## src/tdd_regmap_pkg.sv

```systemverilog
// ****************************************
// shared constants of the tdd register map
// widths, offsets, identification words and the
// offset union used by the write and read decoders
// ****************************************

package tdd_regmap_pkg;

  // ****************************************
  // widths and counts
  // ****************************************
  localparam int data_width   = 32;
  localparam int addr_width   = 14;
  localparam int ofs_width    = 8;
  localparam int ch_count     = 8;
  localparam int ch_idx_width = 3;
  localparam int sync_width   = 64;

  // identification
  localparam logic [31:0] core_version = 32'h00020161;
  localparam logic [31:0] core_id      = 32'h00000000;
  localparam logic [31:0] core_magic   = 32'h54444443;

  // supported sync sources, external sync is not built in
  localparam logic sync_internal_en = 1'b1;
  localparam logic sync_external_en = 1'b0;

  // read-only word describing the build
  localparam logic [31:0] interface_word = {8'(sync_width), 8'(data_width), 8'(data_width),
                                            2'b00, sync_external_en, sync_internal_en,
                                            4'(ch_count - 1)};

  // ****************************************
  // register offsets
  // ****************************************
  localparam logic [ofs_width-1:0] ofs_version   = 8'h00;
  localparam logic [ofs_width-1:0] ofs_id        = 8'h01;
  localparam logic [ofs_width-1:0] ofs_scratch   = 8'h02;
  localparam logic [ofs_width-1:0] ofs_identify  = 8'h03;
  localparam logic [ofs_width-1:0] ofs_interface = 8'h04;
  localparam logic [ofs_width-1:0] ofs_control   = 8'h10;
  localparam logic [ofs_width-1:0] ofs_ch_enable = 8'h11;
  localparam logic [ofs_width-1:0] ofs_polarity  = 8'h12;
  localparam logic [ofs_width-1:0] ofs_burst     = 8'h13;
  localparam logic [ofs_width-1:0] ofs_startup   = 8'h14;
  localparam logic [ofs_width-1:0] ofs_frame     = 8'h15;
  localparam logic [ofs_width-1:0] ofs_sync_low  = 8'h16;
  localparam logic [ofs_width-1:0] ofs_sync_high = 8'h17;
  localparam logic [ofs_width-1:0] ofs_status    = 8'h18;

  // upper nibble of the channel on/off block at 0x40
  localparam logic [3:0] ch_region = 4'h4;

  // control word bit positions
  localparam int ctl_enable    = 0;
  localparam int ctl_sync_rst  = 1;
  localparam int ctl_sync_int  = 2;
  localparam int ctl_sync_ext  = 3;
  localparam int ctl_sync_soft = 4;

  // offset seen flat or as region / channel / on-off select
  typedef union packed {
    logic [ofs_width-1:0] raw;
    struct packed {
      logic [3:0]              region;
      logic [ch_idx_width-1:0] ch;
      logic                    sel_off;
    } chan;
  } reg_ofs_u;

endpackage
```

## src/tdd_regmap_top.sv

```systemverilog
// ****************************************
// tdd register map top level
// ties the write, channel and read blocks to the processor bus
// ****************************************
`timescale 1ns/1ns

module tdd_regmap_top (
  input  logic                                  up_clk,
  input  logic                                  up_rstn,
  // processor bus
  input  logic                                  up_wreq,
  input  logic [tdd_regmap_pkg::addr_width-1:0] up_waddr,
  input  logic [tdd_regmap_pkg::data_width-1:0] up_wdata,
  output logic                                  up_wack,
  input  logic                                  up_rreq,
  input  logic [tdd_regmap_pkg::addr_width-1:0] up_raddr,
  output logic [tdd_regmap_pkg::data_width-1:0] up_rdata,
  output logic                                  up_rack,
  // timing engine
  input  logic [1:0]                            tdd_cstate,
  output logic                                  tdd_enable,
  output logic                                  tdd_sync_rst,
  output logic                                  tdd_sync_int,
  output logic                                  tdd_sync_ext,
  output logic                                  tdd_sync_soft,
  output logic [tdd_regmap_pkg::ch_count-1:0]   tdd_channel_en,
  output logic [tdd_regmap_pkg::ch_count-1:0]   tdd_channel_pol,
  output logic [tdd_regmap_pkg::data_width-1:0] tdd_burst_count,
  output logic [tdd_regmap_pkg::data_width-1:0] tdd_startup_delay,
  output logic [tdd_regmap_pkg::data_width-1:0] tdd_frame_length,
  output logic [tdd_regmap_pkg::sync_width-1:0] tdd_sync_period,
  output logic [tdd_regmap_pkg::data_width-1:0] tdd_channel_on  [0:tdd_regmap_pkg::ch_count-1],
  output logic [tdd_regmap_pkg::data_width-1:0] tdd_channel_off [0:tdd_regmap_pkg::ch_count-1]
);

  logic [tdd_regmap_pkg::data_width-1:0] scratch;

  tdd_ctrl_regs u_ctrl_regs (
    .up_clk            (up_clk),
    .up_rstn           (up_rstn),
    .up_wreq           (up_wreq),
    .up_waddr          (up_waddr),
    .up_wdata          (up_wdata),
    .up_wack           (up_wack),
    .scratch           (scratch),
    .tdd_enable        (tdd_enable),
    .tdd_sync_rst      (tdd_sync_rst),
    .tdd_sync_int      (tdd_sync_int),
    .tdd_sync_ext      (tdd_sync_ext),
    .tdd_sync_soft     (tdd_sync_soft),
    .tdd_channel_en    (tdd_channel_en),
    .tdd_channel_pol   (tdd_channel_pol),
    .tdd_burst_count   (tdd_burst_count),
    .tdd_startup_delay (tdd_startup_delay),
    .tdd_frame_length  (tdd_frame_length),
    .tdd_sync_period   (tdd_sync_period)
  );

  tdd_channel_regs u_channel_regs (
    .up_clk          (up_clk),
    .up_rstn         (up_rstn),
    .up_wreq         (up_wreq),
    .up_waddr        (up_waddr),
    .up_wdata        (up_wdata),
    .tdd_enable      (tdd_enable),
    .tdd_channel_on  (tdd_channel_on),
    .tdd_channel_off (tdd_channel_off)
  );

  tdd_read_mux u_read_mux (
    .up_clk            (up_clk),
    .up_rstn           (up_rstn),
    .up_rreq           (up_rreq),
    .up_raddr          (up_raddr),
    .tdd_cstate        (tdd_cstate),
    .scratch           (scratch),
    .tdd_enable        (tdd_enable),
    .tdd_sync_rst      (tdd_sync_rst),
    .tdd_sync_int      (tdd_sync_int),
    .tdd_sync_ext      (tdd_sync_ext),
    .tdd_sync_soft     (tdd_sync_soft),
    .tdd_channel_en    (tdd_channel_en),
    .tdd_channel_pol   (tdd_channel_pol),
    .tdd_burst_count   (tdd_burst_count),
    .tdd_startup_delay (tdd_startup_delay),
    .tdd_frame_length  (tdd_frame_length),
    .tdd_sync_period   (tdd_sync_period),
    .tdd_channel_on    (tdd_channel_on),
    .tdd_channel_off   (tdd_channel_off),
    .up_rdata          (up_rdata),
    .up_rack           (up_rack)
  );

endmodule

```

## src/tdd_read_mux.sv

```systemverilog
// ****************************************
// read side of the tdd register map
// decodes the read offset, returns data and ack one cycle later
// ****************************************
`timescale 1ns/1ns

module tdd_read_mux (
  input  logic                                  up_clk,
  input  logic                                  up_rstn,
  input  logic                                  up_rreq,
  input  logic [tdd_regmap_pkg::addr_width-1:0] up_raddr,
  input  logic [1:0]                            tdd_cstate,
  input  logic [tdd_regmap_pkg::data_width-1:0] scratch,
  input  logic                                  tdd_enable,
  input  logic                                  tdd_sync_rst,
  input  logic                                  tdd_sync_int,
  input  logic                                  tdd_sync_ext,
  input  logic                                  tdd_sync_soft,
  input  logic [tdd_regmap_pkg::ch_count-1:0]   tdd_channel_en,
  input  logic [tdd_regmap_pkg::ch_count-1:0]   tdd_channel_pol,
  input  logic [tdd_regmap_pkg::data_width-1:0] tdd_burst_count,
  input  logic [tdd_regmap_pkg::data_width-1:0] tdd_startup_delay,
  input  logic [tdd_regmap_pkg::data_width-1:0] tdd_frame_length,
  input  logic [tdd_regmap_pkg::sync_width-1:0] tdd_sync_period,
  input  logic [tdd_regmap_pkg::data_width-1:0] tdd_channel_on  [0:tdd_regmap_pkg::ch_count-1],
  input  logic [tdd_regmap_pkg::data_width-1:0] tdd_channel_off [0:tdd_regmap_pkg::ch_count-1],
  output logic [tdd_regmap_pkg::data_width-1:0] up_rdata,
  output logic                                  up_rack
);

  localparam int dw = tdd_regmap_pkg::data_width;

  tdd_regmap_pkg::reg_ofs_u rofs;
  logic [dw-1:0]            ctl_word;
  logic [dw-1:0]            rdata_s;

  assign rofs.raw = up_raddr[tdd_regmap_pkg::ofs_width-1:0];

  always_comb begin
    ctl_word = '0;
    ctl_word[tdd_regmap_pkg::ctl_enable]    = tdd_enable;
    ctl_word[tdd_regmap_pkg::ctl_sync_rst]  = tdd_sync_rst;
    ctl_word[tdd_regmap_pkg::ctl_sync_int]  = tdd_sync_int;
    ctl_word[tdd_regmap_pkg::ctl_sync_ext]  = tdd_sync_ext;
    ctl_word[tdd_regmap_pkg::ctl_sync_soft] = tdd_sync_soft;
  end

  // ****************************************
  // offset decode
  // ****************************************
  always_comb begin
    rdata_s = '0;
    if (rofs.chan.region == tdd_regmap_pkg::ch_region) begin
      rdata_s = rofs.chan.sel_off ? tdd_channel_off[rofs.chan.ch] : tdd_channel_on[rofs.chan.ch];
    end else begin
      case (rofs.raw)
        tdd_regmap_pkg::ofs_version:   rdata_s = tdd_regmap_pkg::core_version;
        tdd_regmap_pkg::ofs_id:        rdata_s = tdd_regmap_pkg::core_id;
        tdd_regmap_pkg::ofs_scratch:   rdata_s = scratch;
        tdd_regmap_pkg::ofs_identify:  rdata_s = tdd_regmap_pkg::core_magic;
        tdd_regmap_pkg::ofs_interface: rdata_s = tdd_regmap_pkg::interface_word;
        tdd_regmap_pkg::ofs_control:   rdata_s = ctl_word;
        tdd_regmap_pkg::ofs_ch_enable: rdata_s = dw'(tdd_channel_en);
        tdd_regmap_pkg::ofs_polarity:  rdata_s = dw'(tdd_channel_pol);
        tdd_regmap_pkg::ofs_burst:     rdata_s = tdd_burst_count;
        tdd_regmap_pkg::ofs_startup:   rdata_s = tdd_startup_delay;
        tdd_regmap_pkg::ofs_frame:     rdata_s = tdd_frame_length;
        tdd_regmap_pkg::ofs_sync_low:  rdata_s = tdd_sync_period[dw-1:0];
        tdd_regmap_pkg::ofs_sync_high: rdata_s = dw'(tdd_sync_period[tdd_regmap_pkg::sync_width-1:dw]);
        tdd_regmap_pkg::ofs_status:    rdata_s = dw'(tdd_cstate);
        default:                       rdata_s = '0;
      endcase
    end
  end

  // data bus stays at zero outside a read response
  always_ff @(posedge up_clk) begin
    if (!up_rstn) begin
      up_rack  <= 1'b0;
      up_rdata <= '0;
    end else begin
      up_rack  <= up_rreq;
      up_rdata <= up_rreq ? rdata_s : '0;
    end
  end

endmodule

```

## src/tdd_channel_regs.sv

```systemverilog
// ****************************************
// per-channel on and off times
// written at 0x40 + 2n (on) and 0x41 + 2n (off)
// ****************************************
`timescale 1ns/1ns

module tdd_channel_regs (
  input  logic                                  up_clk,
  input  logic                                  up_rstn,
  input  logic                                  up_wreq,
  input  logic [tdd_regmap_pkg::addr_width-1:0] up_waddr,
  input  logic [tdd_regmap_pkg::data_width-1:0] up_wdata,
  input  logic                                  tdd_enable,
  output logic [tdd_regmap_pkg::data_width-1:0] tdd_channel_on  [0:tdd_regmap_pkg::ch_count-1],
  output logic [tdd_regmap_pkg::data_width-1:0] tdd_channel_off [0:tdd_regmap_pkg::ch_count-1]
);

  tdd_regmap_pkg::reg_ofs_u wofs;
  logic                     ch_hit;

  assign wofs.raw = up_waddr[tdd_regmap_pkg::ofs_width-1:0];

  // region match, locked out while the engine runs
  assign ch_hit = up_wreq & ~tdd_enable &
                  (wofs.chan.region == tdd_regmap_pkg::ch_region);

  always_ff @(posedge up_clk) begin
    if (!up_rstn) begin
      tdd_channel_on  <= '{default: '0};
      tdd_channel_off <= '{default: '0};
    end else if (ch_hit) begin
      if (wofs.chan.sel_off) begin
        tdd_channel_off[wofs.chan.ch] <= up_wdata;
      end else begin
        tdd_channel_on[wofs.chan.ch] <= up_wdata;
      end
    end
  end

endmodule

```

## src/tdd_ctrl_regs.sv

```systemverilog
// ****************************************
// write side of the common tdd registers
// holds control, masks, timing words and sync period,
// and answers every write request with a one-cycle ack
// ****************************************
`timescale 1ns/1ns

module tdd_ctrl_regs (
  input  logic                                       up_clk,
  input  logic                                       up_rstn,
  input  logic                                       up_wreq,
  input  logic [tdd_regmap_pkg::addr_width-1:0]      up_waddr,
  input  logic [tdd_regmap_pkg::data_width-1:0]      up_wdata,
  output logic                                       up_wack,
  output logic [tdd_regmap_pkg::data_width-1:0]      scratch,
  output logic                                       tdd_enable,
  output logic                                       tdd_sync_rst,
  output logic                                       tdd_sync_int,
  output logic                                       tdd_sync_ext,
  output logic                                       tdd_sync_soft,
  output logic [tdd_regmap_pkg::ch_count-1:0]        tdd_channel_en,
  output logic [tdd_regmap_pkg::ch_count-1:0]        tdd_channel_pol,
  output logic [tdd_regmap_pkg::data_width-1:0]      tdd_burst_count,
  output logic [tdd_regmap_pkg::data_width-1:0]      tdd_startup_delay,
  output logic [tdd_regmap_pkg::data_width-1:0]      tdd_frame_length,
  output logic [tdd_regmap_pkg::sync_width-1:0]      tdd_sync_period
);

  localparam int high_width = tdd_regmap_pkg::sync_width - tdd_regmap_pkg::data_width;

  logic [tdd_regmap_pkg::ofs_width-1:0]  wofs;
  logic                                  wr_open;
  logic [tdd_regmap_pkg::data_width-1:0] sync_low;
  logic [high_width-1:0]                 sync_high;

  assign wofs = up_waddr[tdd_regmap_pkg::ofs_width-1:0];

  // timing registers only accept writes while the engine is stopped
  assign wr_open = up_wreq & ~tdd_enable;

  assign tdd_sync_period = {sync_high, sync_low};

  // ****************************************
  // control and timing state
  // ****************************************
  always_ff @(posedge up_clk) begin
    if (!up_rstn) begin
      up_wack           <= 1'b0;
      tdd_enable        <= 1'b0;
      tdd_sync_rst      <= 1'b0;
      tdd_sync_int      <= 1'b0;
      tdd_sync_ext      <= 1'b0;
      tdd_sync_soft     <= 1'b0;
      tdd_channel_en    <= '0;
      tdd_channel_pol   <= '0;
      tdd_burst_count   <= '0;
      tdd_startup_delay <= '0;
      tdd_frame_length  <= '0;
      sync_low          <= '0;
      sync_high         <= '0;
    end else begin
      up_wack <= up_wreq;

      // soft sync is a single pulse, everything else holds
      tdd_sync_soft <= 1'b0;
      if (up_wreq && wofs == tdd_regmap_pkg::ofs_control) begin
        tdd_enable    <= up_wdata[tdd_regmap_pkg::ctl_enable];
        tdd_sync_rst  <= up_wdata[tdd_regmap_pkg::ctl_sync_rst];
        tdd_sync_int  <= up_wdata[tdd_regmap_pkg::ctl_sync_int] &
                         tdd_regmap_pkg::sync_internal_en;
        tdd_sync_ext  <= up_wdata[tdd_regmap_pkg::ctl_sync_ext] &
                         tdd_regmap_pkg::sync_external_en;
        tdd_sync_soft <= up_wdata[tdd_regmap_pkg::ctl_sync_soft];
      end

      // channel enable may change on the fly
      if (up_wreq && wofs == tdd_regmap_pkg::ofs_ch_enable) begin
        tdd_channel_en <= up_wdata[tdd_regmap_pkg::ch_count-1:0];
      end

      if (wr_open) begin
        case (wofs)
          tdd_regmap_pkg::ofs_polarity:  tdd_channel_pol <= up_wdata[tdd_regmap_pkg::ch_count-1:0];
          tdd_regmap_pkg::ofs_burst:     tdd_burst_count   <= up_wdata;
          tdd_regmap_pkg::ofs_startup:   tdd_startup_delay <= up_wdata;
          tdd_regmap_pkg::ofs_frame:     tdd_frame_length  <= up_wdata;
          tdd_regmap_pkg::ofs_sync_low:  sync_low          <= up_wdata;
          tdd_regmap_pkg::ofs_sync_high: sync_high         <= up_wdata[high_width-1:0];
          default: ;
        endcase
      end
    end
  end

  // scratch word for software
  always_ff @(posedge up_clk) begin
    if (up_wreq && wofs == tdd_regmap_pkg::ofs_scratch) begin
      scratch <= up_wdata;
    end
  end

endmodule

```

## config.mk

```make
export PLATFORM = sky130hd
export DESIGN_NAME = tdd_regmap_top
export DESIGN_NICKNAME = d
export VERILOG_FILES = /design/src/tdd_regmap_pkg.sv /design/src/tdd_regmap_top.sv /design/src/tdd_read_mux.sv /design/src/tdd_channel_regs.sv /design/src/tdd_ctrl_regs.sv
export SDC_FILE = /design/constraint.sdc
export NUM_CORES = 2
export LEC_CHECK = 0
export BUFFER_PORTS_ARGS = -buffer_cell sky130_fd_sc_hd__buf_2
export CORE_AREA = 4 4 310 312
export DETAILED_ROUTE_END_ITERATION = 7
export DIE_AREA = 0 0 314 316
export PLACE_DENSITY = 0.66
export SYNTH_ARGS = -nofsm -noshare
export SYNTH_HDL_FRONTEND = slang
export SYNTH_SLANG_ARGS = --single-unit
```

## constraint.sdc

```tcl
create_clock -name up_clk -period 9.77 [get_ports up_clk]
set_clock_uncertainty 0.2 [all_clocks]
set_input_delay 0.977 -clock up_clk [delete_from_list [all_inputs] [get_ports up_clk]]
set_output_delay 0.977 -clock up_clk [all_outputs]
set_load 0.03 [all_outputs]
```

==> results.md <==
* Count of state elements after synthesis at roughly 760
* Sequential Area at 0.0155 sq mm
* CTS H-tree lvls at 3
* Final hold vios at 0
* Reg-to-Reg Start: u_ctrl_regs.tdd_enable$_SDFFE_PN0P_
* Vias in the first global route at roughly 30k
* LEAKAGE at between 15 and 20 nW
* Syn Nets at around 3.8k
* FFs w/ async S/R, synth at 0%
* Unrepaired setup endpoints after global routing: false
* Top cells by area, synth: dfxtp_1 43%, nand2_1 16%, a21boi_0 13%
* Most common cell after layout, fill and taps aside: nand2_1
* Power per cell area at ~160 mW/mm^2
* Fin nets at around 4.4k
* Violated checks: max-capacitance violations, max-slew violations
* GPL Wtd Cong at 0.914
* Critical Path End: u_channel_regs.tdd_channel_off[120]$_SDFFE_PN0P_
* Crit. End Element: register
* Commonest cells after routing, fill and taps aside: 1399 x nand2_1, 774 x buf_2, 726 x dfxtp_1
* Area leader, netlist: dfxtp_1
* Initial Util at 36.1%
* Hold Buf Count CTS at 0
* Tmin final at approximately 4.5 ns
* Data arrival time of the worst path at between 4 and 5 ns
* Maximum clock frequency at 224 MHz
* Setup TNS Final at 0 ns
* Dpl hpwl at about 110000 microns
* FP Rows at between 100 and 150
* Hold Path Class: register to register
* Iter 0 DRT Violations at about 3.6k
* CTS Buf Count at 84
* Fin crit share at between 40% and 50%
* Avg Inst Size Synth at between 8 and 9 sq um
* Die area at between 0.09 and 0.1 sq mm
* Clk root buf: clkbuf_16
* Clock Pin Slew Worst Setup and Hold Paths at roughly 0.060 ns
* Worst-Skew Late Latency at 0.66 ns
* XOR/XNOR Fraction of Synth Area at 0%
* Post-Syn Area at between 0.03 and 0.04 sq mm
* Count of cells resized by post-cts repair at 0
* R2R depth at 6
* GR Overflow Total at 0
* Compound-cell area share of the yosys netlist at a little under a fifth
* # port buffers at a little under 800
* Maxcap violations at 1
* Via count at between 30k and 40k
* Worst EP required at 10.12 ns
* Total track usage at a little under a third
* Register area share after synthesis at 46.2%
* Final Util at a little over two fifths
* Worst Setup Path Type: register to register
* Top_reg_cell synth: dfxtp_1
* Multiplexer share of the synthesized area at between 10% and 20%
* R2R Setup Slk at ~5.3 ns
* Slew Limit Fails at 1
* Post-synth EDFFs at 32
* Slew HR at -0.403%
* Routed len/inst at 27.8 microns
* Max FO, Critical Path at 21
* Final WL at 156000 microns
* Pin count of the biggest net entering global routing at roughly 280
* Vias per cell at 5.59
* First-pass iteration count of the detailed router at 5
* Synth Area in Adders at 0%
* Global-route wire length before repair at approximately 220000 microns
* Main combinational cell family by area after synthesis: compound AO/OA/AOI/OAI gates
* Synth top area share at a little over two fifths
* Final ANT Viol Nets at 0
* Placed Cells at roughly 5.5k
* Total setup buffers inserted after CTS at 0
* Die width at between 300 and 400 microns
* Tightest Pin Transition at 1.49 ns
* Area growth, synth to finish at 21.8%
* Layout cells sized above 1 at a little over a quarter
* Post-route DRC at 0
* Post-Layout Cell Count at 5625
* Cell Area, Placed at 0.0381 sq mm
* Antenna violations before repair at 15
* Post-synth cell types at between 60 and 70
* CP startpoint: u_ctrl_regs.tdd_enable$_SDFFE_PN0P_
* TritonCTS Sinks at between 700 and 800
* # setup viols final at 0
* Final instance area at between 0.04 and 0.05 sq mm
* Syn Inst Count at 3739
* Ports at between 700 and 800
* Status: finished with violations
* Simple-gate share of the synthesized area at 18.3%
* Worst IR Drop VDD at about 0.12 mV
* Fill cells at 9163
* Clock Path Buffers at 3
* Multi-input logic area at between 0.015 and 0.02 sq mm
* Core Box Area at approximately 0.093 sq mm
* Hold WS at between 0.2 and 0.3 ns
* CTS tree: done
* Worst setup SP type: register
* YS warnings at 0
* R2R Path End: u_channel_regs.tdd_channel_off[120]$_SDFFE_PN0P_
* Die Ht at 316 microns
sequential cells by signal, indices dropped and copies added, names as in the netlist:
register	count
u_ctrl_regs.tdd_frame_length	32
u_read_mux.up_rack	1
u_ctrl_regs.sync_low	32
u_ctrl_regs.tdd_sync_soft	1
u_ctrl_regs.tdd_startup_delay	32
u_channel_regs.tdd_channel_off	256
u_ctrl_regs.tdd_sync_int	1
u_ctrl_regs.tdd_enable	1
u_ctrl_regs.tdd_channel_en	8
u_ctrl_regs.scratch	32
u_channel_regs.tdd_channel_on	256
u_ctrl_regs.tdd_sync_rst	1
u_ctrl_regs.tdd_channel_pol	8
u_ctrl_regs.up_wack	1
u_ctrl_regs.sync_high	32
u_read_mux.up_rdata	32
u_ctrl_regs.tdd_burst_count	32
metal layers:
| layer | GRT usage, % | part of all wire [%] | vias up |
|---|---|---|---|
| met5 | 0 | 0.024 | - |
| met4 | 13.7 | 4.9 | 6 |
| met3 | 7.66 | 10 | 392 |
| met2 | 45.9 | 44 | 1746 |
| met1 | 40.5 | 41 | 15500 |
| li1 | - | - | 13800 |
metrics by stage:
step           power [mW]  setup WS [ns]
6_report             6.61           5.30
5_1_grt              6.79           5.26
4_1_cts              6.65           5.63
3_5_place_dp         3.51           5.01
3_3_place_gp         3.51           5.08
2_1_floorplan        3.39           3.87
Yosys cell counts (4+ instances only):
cell	n
a221oi_1	8
mux2i_1	42
a21boi_0	570
or3_1	6
mux2_2	19
a31oi_1	6
and3_1	6
nor2b_1	20
mux4_2	156
a22oi_1	10
a21oi_1	34
edfxtp_1	32
buf_6	6
buf_4	8
nand2_1	1405
o21ai_0	17
clkbuf_1	275
buf_2	60
nand4_1	5
nand3b_1	5
nor2_1	29
o221ai_1	4
o22ai_1	30
nor2_2	5
buf_1	10
a21boi_1	110
nand3_1	22
nand2b_1	5
a22o_1	19
and2_1	4
nor3_1	11
dfxtp_1	726
inv_1	17
power breakdown:
group          leakage [nW]  switching (mW)  internal (mW)
Sequential             6.13         0.00356           3.12
Combinational          8.30           0.229         0.0978
Clock                  1.34            1.35           1.81
Total                  15.8            1.58           5.03
cell families after synthesis:
kind of cell           count (synthesis)
AO/OA/AOI/OAI                        840
buffers and inverters                376
flip-flops                           758
multiplexers                         217
other                                  1
AND/OR/NAND/NOR                     1547
worst min-delay path by stage:
stage,cells after the start,from,slack (ns),to
finish,2,u_channel_regs.tdd_channel_on[53]$_SDFFE_PN0P_,0.26,u_channel_regs.tdd_channel_on[53]$_SDFFE_PN0P_
global route,2,u_channel_regs.tdd_channel_on[9]$_SDFFE_PN0P_,0.28,u_channel_regs.tdd_channel_on[9]$_SDFFE_PN0P_
CTS,2,u_channel_regs.tdd_channel_on[17]$_SDFFE_PN0P_,0.26,u_channel_regs.tdd_channel_on[17]$_SDFFE_PN0P_
detailed placement,2,u_channel_regs.tdd_channel_on[17]$_SDFFE_PN0P_,0.25,u_channel_regs.tdd_channel_on[17]$_SDFFE_PN0P_
global placement,2,u_channel_regs.tdd_channel_on[17]$_SDFFE_PN0P_,0.25,u_channel_regs.tdd_channel_on[17]$_SDFFE_PN0P_
floorplan,2,u_ctrl_regs.scratch[0]$_DFFE_PP_,0.29,u_read_mux.up_rdata[0]$_SDFF_PN0_
critical path, stage by stage, from the launching register on:
cell and delay (ns):
dfxtp_1 0.44, nor4b_1 1.01, nand3_1 0.78, nor3_2 1.04
buf_4 0.55, nand2_1 0.09, a21boi_0 0.23
layout make-up:
type,instances,area share [%]
sequential,758,37.9
inverter,17,0.156
multi-input combinational,2605,40.8
tap,1254,3.84
clock buffer,129,6.30
clock inverter,21,0.358
timing repair buffer,831,10.6
antenna,10,0.0612
No activity file was read; power rests on OpenSTA's default activity.
